### src/rv64_defines.svh
`ifndef RV64_DEFINES_SVH
`define RV64_DEFINES_SVH
`default_nettype none

// datapath and memory sizing
`define RV64_XLEN        64
`define RV64_DMEM_DEPTH  256
`define RV64_RESET_PC    64'h0000_0000_8000_0000

// execute info bus, unit field in the low bits
`define EXU_INFO_W       16
`define EXU_INFO_UNIT    2:0

// alu view of the info bus
`define EXU_INFO_ALU_ADD     3
`define EXU_INFO_ALU_SUB     4
`define EXU_INFO_ALU_SLL     5
`define EXU_INFO_ALU_SLT     6
`define EXU_INFO_ALU_SLTU    7
`define EXU_INFO_ALU_XOR     8
`define EXU_INFO_ALU_SRL     9
`define EXU_INFO_ALU_SRA     10
`define EXU_INFO_ALU_OR      11
`define EXU_INFO_ALU_AND     12
`define EXU_INFO_ALU_LUI     13
`define EXU_INFO_ALU_EBREAK  14
`define EXU_INFO_ALU_WOP     15

// branch/jump view
`define EXU_INFO_BJP_JAL     3
`define EXU_INFO_BJP_JALR    4
`define EXU_INFO_BJP_BEQ     5
`define EXU_INFO_BJP_BNE     6
`define EXU_INFO_BJP_BLT     7
`define EXU_INFO_BJP_BGE     8
`define EXU_INFO_BJP_BLTU    9
`define EXU_INFO_BJP_BGEU    10

// load/store view, size bits stay contiguous
`define EXU_INFO_LS_LOAD     3
`define EXU_INFO_LS_STORE    4
`define EXU_INFO_LS_USIGN    5
`define EXU_INFO_LS_BYTE     6
`define EXU_INFO_LS_HALF     7
`define EXU_INFO_LS_WORD     8
`define EXU_INFO_LS_DWORD    9

`default_nettype wire
`endif

### src/rv64_pkg.sv
`include "rv64_defines.svh"
`default_nettype none

package rv64_pkg;

  // major opcodes, instruction bits 6:0
  typedef enum logic [6:0] {
    OPC_OP        = 7'b0110011,
    OPC_OP_IMM    = 7'b0010011,
    OPC_LOAD      = 7'b0000011,
    OPC_STORE     = 7'b0100011,
    OPC_BRANCH    = 7'b1100011,
    OPC_LUI       = 7'b0110111,
    OPC_AUIPC     = 7'b0010111,
    OPC_JAL       = 7'b1101111,
    OPC_JALR      = 7'b1100111,
    OPC_SYSTEM    = 7'b1110011,
    OPC_OP_32     = 7'b0111011,
    OPC_OP_IMM_32 = 7'b0011011
  } rv_opcode_e;

  // value of the info bus unit field
  typedef enum logic [2:0] {
    UNIT_NONE = 3'd0,
    UNIT_ALU  = 3'd1,
    UNIT_BJP  = 3'd2,
    UNIT_LS   = 3'd3
  } exu_unit_e;

  // decoder to execute unit
  typedef struct packed {
    logic [`RV64_XLEN-1:0]  op1;
    logic [`RV64_XLEN-1:0]  op2;
    // jump base and offset, store data rides in op2_jp
    logic [`RV64_XLEN-1:0]  op1_jp;
    logic [`RV64_XLEN-1:0]  op2_jp;
    logic [`EXU_INFO_W-1:0] info;
    logic [4:0]             rd_idx;
    logic                   rd_wr_en;
    logic                   invalid;
  } dec_bus_t;

  // retired instruction as seen on the commit outputs
  typedef struct packed {
    logic                  rd_wr_en;
    logic [4:0]            rd_idx;
    logic [`RV64_XLEN-1:0] rd_data;
    logic [`RV64_XLEN-1:0] next_pc;
    logic                  invalid;
    logic                  ebreak;
  } commit_t;

  // data memory request, word addressed
  typedef struct packed {
    logic [`RV64_XLEN-4:0] addr;
    logic                  wr_en;
    logic [7:0]            wmask;
    logic [`RV64_XLEN-1:0] wdata;
  } dmem_req_t;

endpackage

`default_nettype wire

### src/rv64_idu.sv
`timescale 1ns/1ps
`include "rv64_defines.svh"
`default_nettype none

module rv64_idu
  import rv64_pkg::*;
(
  input  logic [31:0]           inst_i,
  input  logic [`RV64_XLEN-1:0] pc_i,
  input  logic [`RV64_XLEN-1:0] rs1_data_i,
  input  logic [`RV64_XLEN-1:0] rs2_data_i,
  output logic [4:0]            rs1_idx_o,
  output logic [4:0]            rs2_idx_o,
  output dec_bus_t              dec_o
);

  localparam int XW = `RV64_XLEN;

  rv_opcode_e    opcode;
  logic [4:0]    rd;
  logic [2:0]    funct3;
  logic [6:0]    funct7;
  logic [7:0]    f3;
  logic          f7_00, f7_20, sh64_00, sh64_10, alt;
  logic          is_op, is_opi, is_op32, is_opi32, is_load, is_store, is_branch;
  logic          is_lui, is_auipc, jal, jalr, ebreak;
  logic          r64_ok, i64_ok, r32_ok, i32_ok, reg_op, arith;
  logic          ld_ok, st_ok, br_ok, valid;
  logic          alu_op, bjp_op, ls_op;
  logic [XW-1:0] imm_i, imm_s, imm_b, imm_u, imm_j, imm;
  logic [`EXU_INFO_W-1:0] alu_info, bjp_info, ls_info;

  assign opcode    = rv_opcode_e'(inst_i[6:0]);
  assign rd        = inst_i[11:7];
  assign funct3    = inst_i[14:12];
  assign funct7    = inst_i[31:25];
  assign rs1_idx_o = inst_i[19:15];
  assign rs2_idx_o = inst_i[24:20];

  // one bit per funct3 encoding
  assign f3      = 8'b1 << funct3;
  assign f7_00   = funct7 == 7'h00;
  assign f7_20   = funct7 == 7'h20;
  // 64-bit shifts carry a 6-bit shamt, so only funct6 is fixed
  assign sh64_00 = inst_i[31:26] == 6'h00;
  assign sh64_10 = inst_i[31:26] == 6'h10;
  // selects sub and sra
  assign alt     = inst_i[30];

  assign is_op     = opcode == OPC_OP;
  assign is_opi    = opcode == OPC_OP_IMM;
  assign is_op32   = opcode == OPC_OP_32;
  assign is_opi32  = opcode == OPC_OP_IMM_32;
  assign is_load   = opcode == OPC_LOAD;
  assign is_store  = opcode == OPC_STORE;
  assign is_branch = opcode == OPC_BRANCH;
  assign is_lui    = opcode == OPC_LUI;
  assign is_auipc  = opcode == OPC_AUIPC;
  assign jal       = opcode == OPC_JAL;
  assign jalr      = (opcode == OPC_JALR) & f3[0];
  assign ebreak    = (opcode == OPC_SYSTEM) & (inst_i[31:7] == 25'h0002000);

  // funct7 0x20 only exists for sub and sra
  assign r64_ok = is_op & (f7_00 | (f7_20 & (f3[0] | f3[5])));
  assign i64_ok = is_opi & (f3[1] ? sh64_00 : (f3[5] ? (sh64_00 | sh64_10) : 1'b1));
  // W forms: add/sub, sll, srl/sra only
  assign r32_ok = is_op32 & (f3[0] | f3[1] | f3[5]) & (f7_00 | (f7_20 & (f3[0] | f3[5])));
  assign i32_ok = is_opi32 & (f3[0] | (f3[1] & f7_00) | (f3[5] & (f7_00 | f7_20)));
  assign reg_op = r64_ok | r32_ok;
  assign arith  = reg_op | i64_ok | i32_ok;

  assign ld_ok  = is_load & ~f3[7];
  assign st_ok  = is_store & ~funct3[2];
  assign br_ok  = is_branch & ~(f3[2] | f3[3]);
  assign valid  = arith | ld_ok | st_ok | br_ok | is_lui | is_auipc | jal | jalr | ebreak;

  assign imm_i = {{52{inst_i[31]}}, inst_i[31:20]};
  assign imm_s = {{52{inst_i[31]}}, inst_i[31:25], inst_i[11:7]};
  assign imm_b = {{52{inst_i[31]}}, inst_i[7], inst_i[30:25], inst_i[11:8], 1'b0};
  assign imm_u = {{32{inst_i[31]}}, inst_i[31:12], 12'b0};
  assign imm_j = {{44{inst_i[31]}}, inst_i[19:12], inst_i[20], inst_i[30:21], 1'b0};

  assign imm = ({XW{i64_ok | i32_ok | ld_ok | jalr}} & imm_i)
             | ({XW{st_ok}}                        & imm_s)
             | ({XW{br_ok}}                        & imm_b)
             | ({XW{is_lui | is_auipc}}            & imm_u)
             | ({XW{jal}}                          & imm_j);

  // alu operands, jumps add 4 to pc for the link value
  assign dec_o.op1 = ({XW{arith | ld_ok | st_ok | br_ok}} & rs1_data_i)
                   | ({XW{is_auipc | jal | jalr}}         & pc_i);
  assign dec_o.op2 = ({XW{reg_op | br_ok}} & rs2_data_i)
                   | ({XW{jal | jalr}}     & XW'(4))
                   | ({XW{i64_ok | i32_ok | ld_ok | st_ok | is_lui | is_auipc}} & imm);

  // jump target operands, store data for stores
  assign dec_o.op1_jp = ({XW{jalr}} & rs1_data_i) | ({XW{br_ok | jal}} & pc_i);
  assign dec_o.op2_jp = ({XW{br_ok | jal | jalr}} & imm) | ({XW{st_ok}} & rs2_data_i);

  assign dec_o.rd_idx   = rd;
  assign dec_o.rd_wr_en = valid & (rd != 5'd0) & ~(st_ok | br_ok | ebreak);
  assign dec_o.invalid  = ~valid;

  assign alu_op = arith | is_lui | is_auipc | ebreak;
  assign bjp_op = br_ok | jal | jalr;
  assign ls_op  = ld_ok | st_ok;

  always_comb begin
    alu_info = '0;
    alu_info[`EXU_INFO_UNIT]       = UNIT_ALU;
    alu_info[`EXU_INFO_ALU_ADD]    = (arith & f3[0] & ~(reg_op & alt)) | is_auipc;
    alu_info[`EXU_INFO_ALU_SUB]    = reg_op & f3[0] & alt;
    alu_info[`EXU_INFO_ALU_SLL]    = arith & f3[1];
    alu_info[`EXU_INFO_ALU_SLT]    = arith & f3[2];
    alu_info[`EXU_INFO_ALU_SLTU]   = arith & f3[3];
    alu_info[`EXU_INFO_ALU_XOR]    = arith & f3[4];
    alu_info[`EXU_INFO_ALU_SRL]    = arith & f3[5] & ~alt;
    alu_info[`EXU_INFO_ALU_SRA]    = arith & f3[5] & alt;
    alu_info[`EXU_INFO_ALU_OR]     = arith & f3[6];
    alu_info[`EXU_INFO_ALU_AND]    = arith & f3[7];
    alu_info[`EXU_INFO_ALU_LUI]    = is_lui;
    alu_info[`EXU_INFO_ALU_EBREAK] = ebreak;
    alu_info[`EXU_INFO_ALU_WOP]    = r32_ok | i32_ok;
  end

  always_comb begin
    bjp_info = '0;
    bjp_info[`EXU_INFO_UNIT]     = UNIT_BJP;
    bjp_info[`EXU_INFO_BJP_JAL]  = jal;
    bjp_info[`EXU_INFO_BJP_JALR] = jalr;
    bjp_info[`EXU_INFO_BJP_BEQ]  = br_ok & f3[0];
    bjp_info[`EXU_INFO_BJP_BNE]  = br_ok & f3[1];
    bjp_info[`EXU_INFO_BJP_BLT]  = br_ok & f3[4];
    bjp_info[`EXU_INFO_BJP_BGE]  = br_ok & f3[5];
    bjp_info[`EXU_INFO_BJP_BLTU] = br_ok & f3[6];
    bjp_info[`EXU_INFO_BJP_BGEU] = br_ok & f3[7];
  end

  always_comb begin
    ls_info = '0;
    ls_info[`EXU_INFO_UNIT]     = UNIT_LS;
    ls_info[`EXU_INFO_LS_LOAD]  = ld_ok;
    ls_info[`EXU_INFO_LS_STORE] = st_ok;
    // lbu, lhu, lwu all have funct3 bit 2 set
    ls_info[`EXU_INFO_LS_USIGN] = ld_ok & funct3[2];
    ls_info[`EXU_INFO_LS_BYTE]  = f3[0] | f3[4];
    ls_info[`EXU_INFO_LS_HALF]  = f3[1] | f3[5];
    ls_info[`EXU_INFO_LS_WORD]  = f3[2] | f3[6];
    ls_info[`EXU_INFO_LS_DWORD] = f3[3];
  end

  assign dec_o.info = ({`EXU_INFO_W{alu_op}} & alu_info)
                    | ({`EXU_INFO_W{bjp_op}} & bjp_info)
                    | ({`EXU_INFO_W{ls_op}}  & ls_info);

  // a recognized instruction lands in exactly one execute unit
  always_comb begin
    if (!dec_o.invalid) begin
      assert #0 ($onehot({alu_op, bjp_op, ls_op}) &&
                 dec_o.info[`EXU_INFO_UNIT] inside {UNIT_ALU, UNIT_BJP, UNIT_LS});
    end
  end

endmodule

`default_nettype wire

### config.mk
export PLATFORM = sky130hd
export DESIGN_NAME = rv64_idu
export DESIGN_NICKNAME = d
export VERILOG_FILES = /design/src/rv64_pkg.sv /design/src/rv64_idu.sv
export VERILOG_INCLUDE_DIRS = /design/src /design/src/src
export SDC_FILE = /design/constraint.sdc
export NUM_CORES = 1
export LEC_CHECK = 0
export BUFFER_PORTS_ARGS = -buffer_cell sky130_fd_sc_hd__buf_2
export CORE_AREA = 2 2 202 204
export DETAILED_ROUTE_END_ITERATION = 10
export DIE_AREA = 0 0 204 206
export PLACE_DENSITY = 0.41
export SYNTH_ARGS = -nofsm -noshare
export SYNTH_HDL_FRONTEND = slang
export SYNTH_SLANG_ARGS = --single-unit
### constraint.sdc
create_clock -name vclk -period 3.3
set_clock_uncertainty 0.2 [all_clocks]
set_input_delay 0.495 -clock vclk [all_inputs]
set_output_delay 0.495 -clock vclk [all_outputs]
set_load 0.02 [all_outputs]
==> summary by stage, run 1 <==
Flow run
The count of max-cap constraint violations is 0.

Drt
The final routed wirelength across all metal layers is 32.2 mm. The number of vias in the routed layout is 7431. The count of antenna-violating nets left after detailed routing is 0. After detailed routing, the average wire length per cell comes to 18.9 um. The mean number of vias per cell is 4.37. In this run, the number of DRC markers left after iteration 0 of detailed routing was 606. For this run, the detailed router's first-pass iteration total came to 5. After detailed routing, the number of remaining DRC violations is 0.

Critical path
In this run the worst path has a maximum fanout of 4. The critical path is of the primary input to output port type. The category of the worst setup path capture point is an output port. The endpoint required time on the critical path is 2600 ps. The startpoint class of the critical path is a primary input. The arrival time of the worst setup path is 2670 ps.

Cells and area
The count of nets after finishing is 1392. The final standard cell count with taps included and fillers excluded is 1699. The layout clock buffer count is 0.

The top cell types in the final layout, fill and taps aside, are buf_2 (404), nand2_1 (192), a22o_1 (134). The share of layout cells above drive strength 1 is 60.6%. After routing the design area is 8930 sq um. The flip-flop and latch count is 0. Leaving out fill and tap cells, the most frequent cell in the layout is buf_2. From synthesis to final layout, the design area changed by 117%. The register area is 0 sq um.

Timing
Counting I/O delays and the setup requirement, the final critical path takes 3360 ps. The max-slew violation total from the final report is 0. The headroom to the max-slew limit is 63.2%. The final hold violation count came to 0. Static timing analysis puts the maximum clock frequency at 297 MHz. Setup repair after global routing could not meet its margin everywhere. The part of the cycle the worst path needs is 102%. Setup violations remaining at the end of the flow were counted as 5. The slew of the pin with the lowest slew margin is 550 ps. The setup slack of the critical path after layout is -64.8 ps. The setup TNS is -79.5 ps.

Run status
The run finished, with violations left. The checks that failed: setup timing.

Synthesis
The number of nets in the synthesized netlist is 854. The cell area after technology mapping is 4110 sq um. Of the synthesized area, sequential elements account for 0%.

A synthesized cell averages 6.53 sq um. The gate count of the mapped netlist is 630. The netlist uses 72 different library cells. For this run, the number of Yosys warnings is 0.

Power
After layout, the design draws a total of 0.565 mW. The cell-internal power is 0.252 mW. The leakage power figure is 4.93 nW. Net switching is 55.4% of the power.

The share of total power dissipated in the clock network is 0%. Power spread over the standard cell area amounts to 63.2 nW/um^2. The sequential power share is 0%. Across the VDD grid, the largest voltage drop is 0.0336 mV. For this design the total switching power over the nets is 0.313 mW. Combinational logic is responsible for 100.0% of the overall power.

Global route
The first global-routing pass estimated 43.1 mm of wire. The via count of the first global-routing pass is 6601. Summed over all layers, the global routing overflow is 0. Entering global routing, the biggest net connects 66 pins. The initial antenna violation count is 5.

In the global route stage, overall resource usage came out at 13.4%.

Floorplan
During I/O placement, the number of pins put on the boundary was 513. For this configuration, the core starts out at a cell density of 10.2%. The vertical extent of the die is 206 um. In this run the standard cell core region covers 40200 sq um. The die covers 42000 sq um. Row generation in the floorplan step produced 74 rows. The die is 204 um wide.

Place
The count of input and output buffers is 512. Before CTS, the worst setup slack after placement is -266 ps. At the end of routability-driven placement, the weighted congestion stood at 0.804. Summing all placed instances gives a cell area of 7680 sq um. The sum of net half-perimeters after detailed placement is 26.2 mm. The placed cell count is 1678.

Hold path
The min-delay analysis places its worst path in the category primary input to output port.

Clocking
The hold buffer count at CTS is 0.
-- power by group through the flow --
stage	registers, mW	clock network, mW	logic, mW
2_1_floorplan	0	0	0.193
3_3_place_gp	0	0	0.490
3_5_place_dp	0	0	0.495
4_1_cts	0	0	0.546
5_1_grt	0	0	0.601
6_report	0	0.0000000405	0.565
-- logic make-up after synthesis --
group	count (synthesis)	synth area share, %
and+or+nand+nor	267	28.6
AOI/OAI and AO/OA	265	55.3
buffers and inverters	95	15.5
xor gates and xnor gates	1	0.213
muxes	1	0.243
other	1	0.0912
-- synth_stat cells (5+ instances only) --
library cell	instances	area, sq um
a211oi_1	9	67.6
buf_6	5	56.3
dlygate4sd1_1	6	52.6
o31ai_1	7	52.6
buf_2	33	165
o21ai_1	8	40.0
a2111oi_1	6	60.1
buf_12	6	120
nand2_1	197	739
a21oi_1	23	115
nor3_1	8	40.0
a22o_1	135	1180
a2111oi_0	5	43.8
clkbuf_1	21	78.8
nor2_1	17	63.8
a22o_2	7	70.1
a221o_1	8	80.1
o21ai_0	5	25.0
nand3_1	5	25.0
buf_4	20	150
o31ai_2	14	175
-- critical path, stage by stage --
cell,delay [ps]
buf_4,130
nor4bb_4,170
buf_4,140
o2111a_2,270
buf_6,130
a211o_4,310
buf_4,130
or4_4,540
o21a_1,220
buf_6,130
-- metrics by stage --
step,util [%],hold slack (ps)
floorplan,-,903
global placement,19.1,1070
detailed placement,19.1,1060
CTS,21.6,1060
global route,22.2,1070
finish,22.2,1050
-- path summary, 6_finish.rpt --
check / startpoint / cells after the start / endpoint
max: inst_i[1] / 10 / dec_o[1]
min: inst_i[10] / 2 / dec_o[5]
-- area by class of cell --
type	instances	area, sq um
diodes	1	2.50
fillers	4593	31300
inverters	1	3.75
multi-input cells	535	3880
well taps	532	666
repair buffers	630	4380
-- layer usage --
metal / wire, um / GRT usage [%] / vias to the layer above
li1: - / - / 3456
met1: 13600 / 17.9 / 3579
met2: 15400 / 23.0 / 350
met3: 2660 / 2.66 / 38
met4: 395 / 1.35 / 8
met5: 51 / 0 / -
-- timing repair --
action	CTS	global route
gates resized for setup	227	67
pin swaps	34	25
gates cloned	3	0
buffers inserted	11	13
endpoints found under the hold margin	0	0
setup endpoints to repair	128	151
(Power assumes the default switching activity.)
==> run 2: changes to the inputs <==
Settings changed: BUFFER_PORTS_ARGS -buffer_cell sky130_fd_sc_hd__buf_2 to -buffer_cell sky130_fd_sc_hd__buf_4, CELL_PAD_IN_SITES_DETAIL_PLACEMENT set to 0, CELL_PAD_IN_SITES_GLOBAL_PLACEMENT set to 2, PLACE_DENSITY 0.41 to 0.71.
==> run 2 against run 1 <==
The flow now finishes without violations. Highest routed layer unchanged. Power rose by 12%. Via count fell by 1.6%. Final area rose by 6.6%. Critical endpoint is now dec_o[242].
==> summary by stage, run 2 (same netlist as run 1, synthesis figures left out) <==
Drt
The post-detailed-route wirelength per cell is 19.7 um (+4.3%). Routed signal wires occupy layers up through met5. The mean number of vias per cell is 4.32 (-1.2%). The iteration count of the initial detailed-routing pass was 5 (unchanged). The routed metal-1 wirelength is 13.9 mm (+2.3%).

The wire length on met3 came to 2.69 mm (+1.1%). The count of antenna-violating nets left after detailed routing is 0 (unchanged). The final routed DRC violation total was 0 (unchanged). The violation count after the first detailed-routing iteration was 499 (-18%). The final routed wirelength across all metal layers is 33.4 mm (+3.8%). The number of vias in the routed layout came to 7312 (-1.6%). The length of routed met2 wiring is 16.5 mm (+7.2%).

Timing
Setup repair after global routing could not meet its margin everywhere. The part of the cycle the worst path needs was 99.4% (-2.5 points). The max-slew violation total from the final report is 0 (unchanged). The headroom to the max-slew limit is 62.2% (-0.96 points). The time the worst path needs with I/O delays and setup came to 3280 ps (-83.8 ps). The setup slack of the critical path after layout was 18.9 ps (+83.8 ps).

The number of endpoints failing setup at the final stage is 0 (-5). The timing-limited maximum frequency is 305 MHz (+2.6%). The slew of the pin with the lowest slew margin is 565 ps (+15.6 ps). The final hold violation count was 0 (unchanged). The final-layout worst hold slack is 1010 ps (-41.0 ps).

Cells and area
In the layout the commonest cells are buf_4 (569), nand2_1 (195), a22o_1 (131). The finished layout cell area is 9520 sq um (+6.6%). The layout clock buffer count is 0 (unchanged).

The flip-flop and latch count is 0 (unchanged). The share of layout cells above drive strength 1 is 59.8% (-0.84 points). The final standard cell count with taps included and fillers excluded is 1692 (-0.41%). The most common library cell in the layout ignoring fill and taps is buf_4.

The count of nets after finishing was 1385 (-0.50%). Relative to the synthesized area, the layout overhead comes to 131%. The register area is 0 sq um (unchanged).

Power
The largest vdd supply drop came to 0.0308 mV (-8.4%). The power per cell area is 66.3 nW/um^2 (+4.9%). The leakage power figure is 5.01 nW (+1.7%).

Critical path
The category of the worst setup path capture point is an output port. The arrival time of the worst setup path came to 2590 ps (-80 ps). The maximum fanout along the worst path came to 15 (+11).

The endpoint required time on the critical path came to 2600 ps (about the same). The path type of the worst setup path is primary input to output port. The worst setup path is launched from a primary input.

Floorplan
The initial standard-cell utilization of the core is 10.2% (unchanged). The number of placement rows is 74 (unchanged). The floorplan core area was 40200 sq um (unchanged). The die outline area was 42000 sq um (unchanged). The width of the die is 204 um (unchanged). The vertical extent of the die is 206 um (unchanged). The count of boundary I/O pins is 513 (unchanged).

Place
The sum of net half-perimeters after detailed placement is 27.0 mm (+3.1%). The final weighted congestion in routability-driven placement is 0.771 (-4.1%). The placed standard-cell area is 8920 sq um (+16%). The worst slack after detailed placement is -365 ps (-98.8 ps).

The placed cell count is 1681 (+0.18%). The count of input and output buffers is 512 (unchanged).

Hold path
The type of the worst min-delay path is primary input to output port.

Clocking
The hold buffer count at CTS is 0 (unchanged).

Global route
The largest net degree at the start of global routing is 65 (-1.5%). The global-route wire length before repair is 45.7 mm (+6.1%). The via count of the first global-routing pass is 7010 (+6.2%). The sum of overflow across all layers after global routing is 0 (unchanged).

The initial antenna violation count came to 4 (-1). The total global-route track usage is 14.2% (+0.74 points).

Flow run
The count of max-cap constraint violations is 0 (unchanged).

Run status
The flow ran to the end, and the final reports show no timing, DRC or antenna violations.
run 2: changes by cell type in the layout (fill, tap and decap cells not counted), sizes merged:
cell,before,now
buf,629,622
bufbuf,0,1
clkbuf,1,0
run 2: layer usage:
| layer | GRT usage [%] | vias to the layer above |
|---|---|---|
| li1 | - | 3431 |
| met1 | 18.2 | 3503 |
| met2 | 25.4 | 358 |
| met3 | 2.93 | 14 |
| met4 | 0.699 | 6 |
| met5 | 0 | - |
run 2: final cells by class:
type | instances | area (sq um)
inverters | 1 | 3.75
diodes | 1 | 2.50
well taps | 532 | 666
multi-input cells | 535 | 3770
repair buffers | 623 | 5070
fillers | 4499 | 30700
run 2: path summary, 6_finish.rpt:
check  startpoint    endpoint  cells after the start
max    inst_i[28]  dec_o[242]                     10
min    inst_i[10]    dec_o[5]                      2
run 2: power breakdown:
part / switching [mW] / total, mW / internal [mW]
combinational: 0.306 / 0.631 / 0.325
clock: 0 / 0.0000000405 / 0.0000000405
sequential: 0 / 0 / 0
run 2: repair_timing:
action                     in CTS  in global routing
setup endpoints to repair     116                125
resized for setup              66                 18
pin swaps                      18                  6
cloned                          4                  0
setup buffers                   7                  2
hold endpoints to repair        0                  0
run 2: through the flow:
step	power, mW	setup TNS [ps]	utilization (%)
final	0.631	0	23.7
after global placement	0.594	-7880	22.2
after global routing	0.671	-1590	23.7
after floorplan	0.193	0	-
after detailed placement	0.598	-6310	22.2
after CTS	0.625	-2940	23.4
run 2: worst max-delay path, stage by stage:
cell	delay (ps)
buf_6	100
or4_4	530
nor3_4	160
buf_6	160
o2111a_2	220
or2_4	130
or2_4	200
buf_12	170
a22o_1	230
buf_4	170
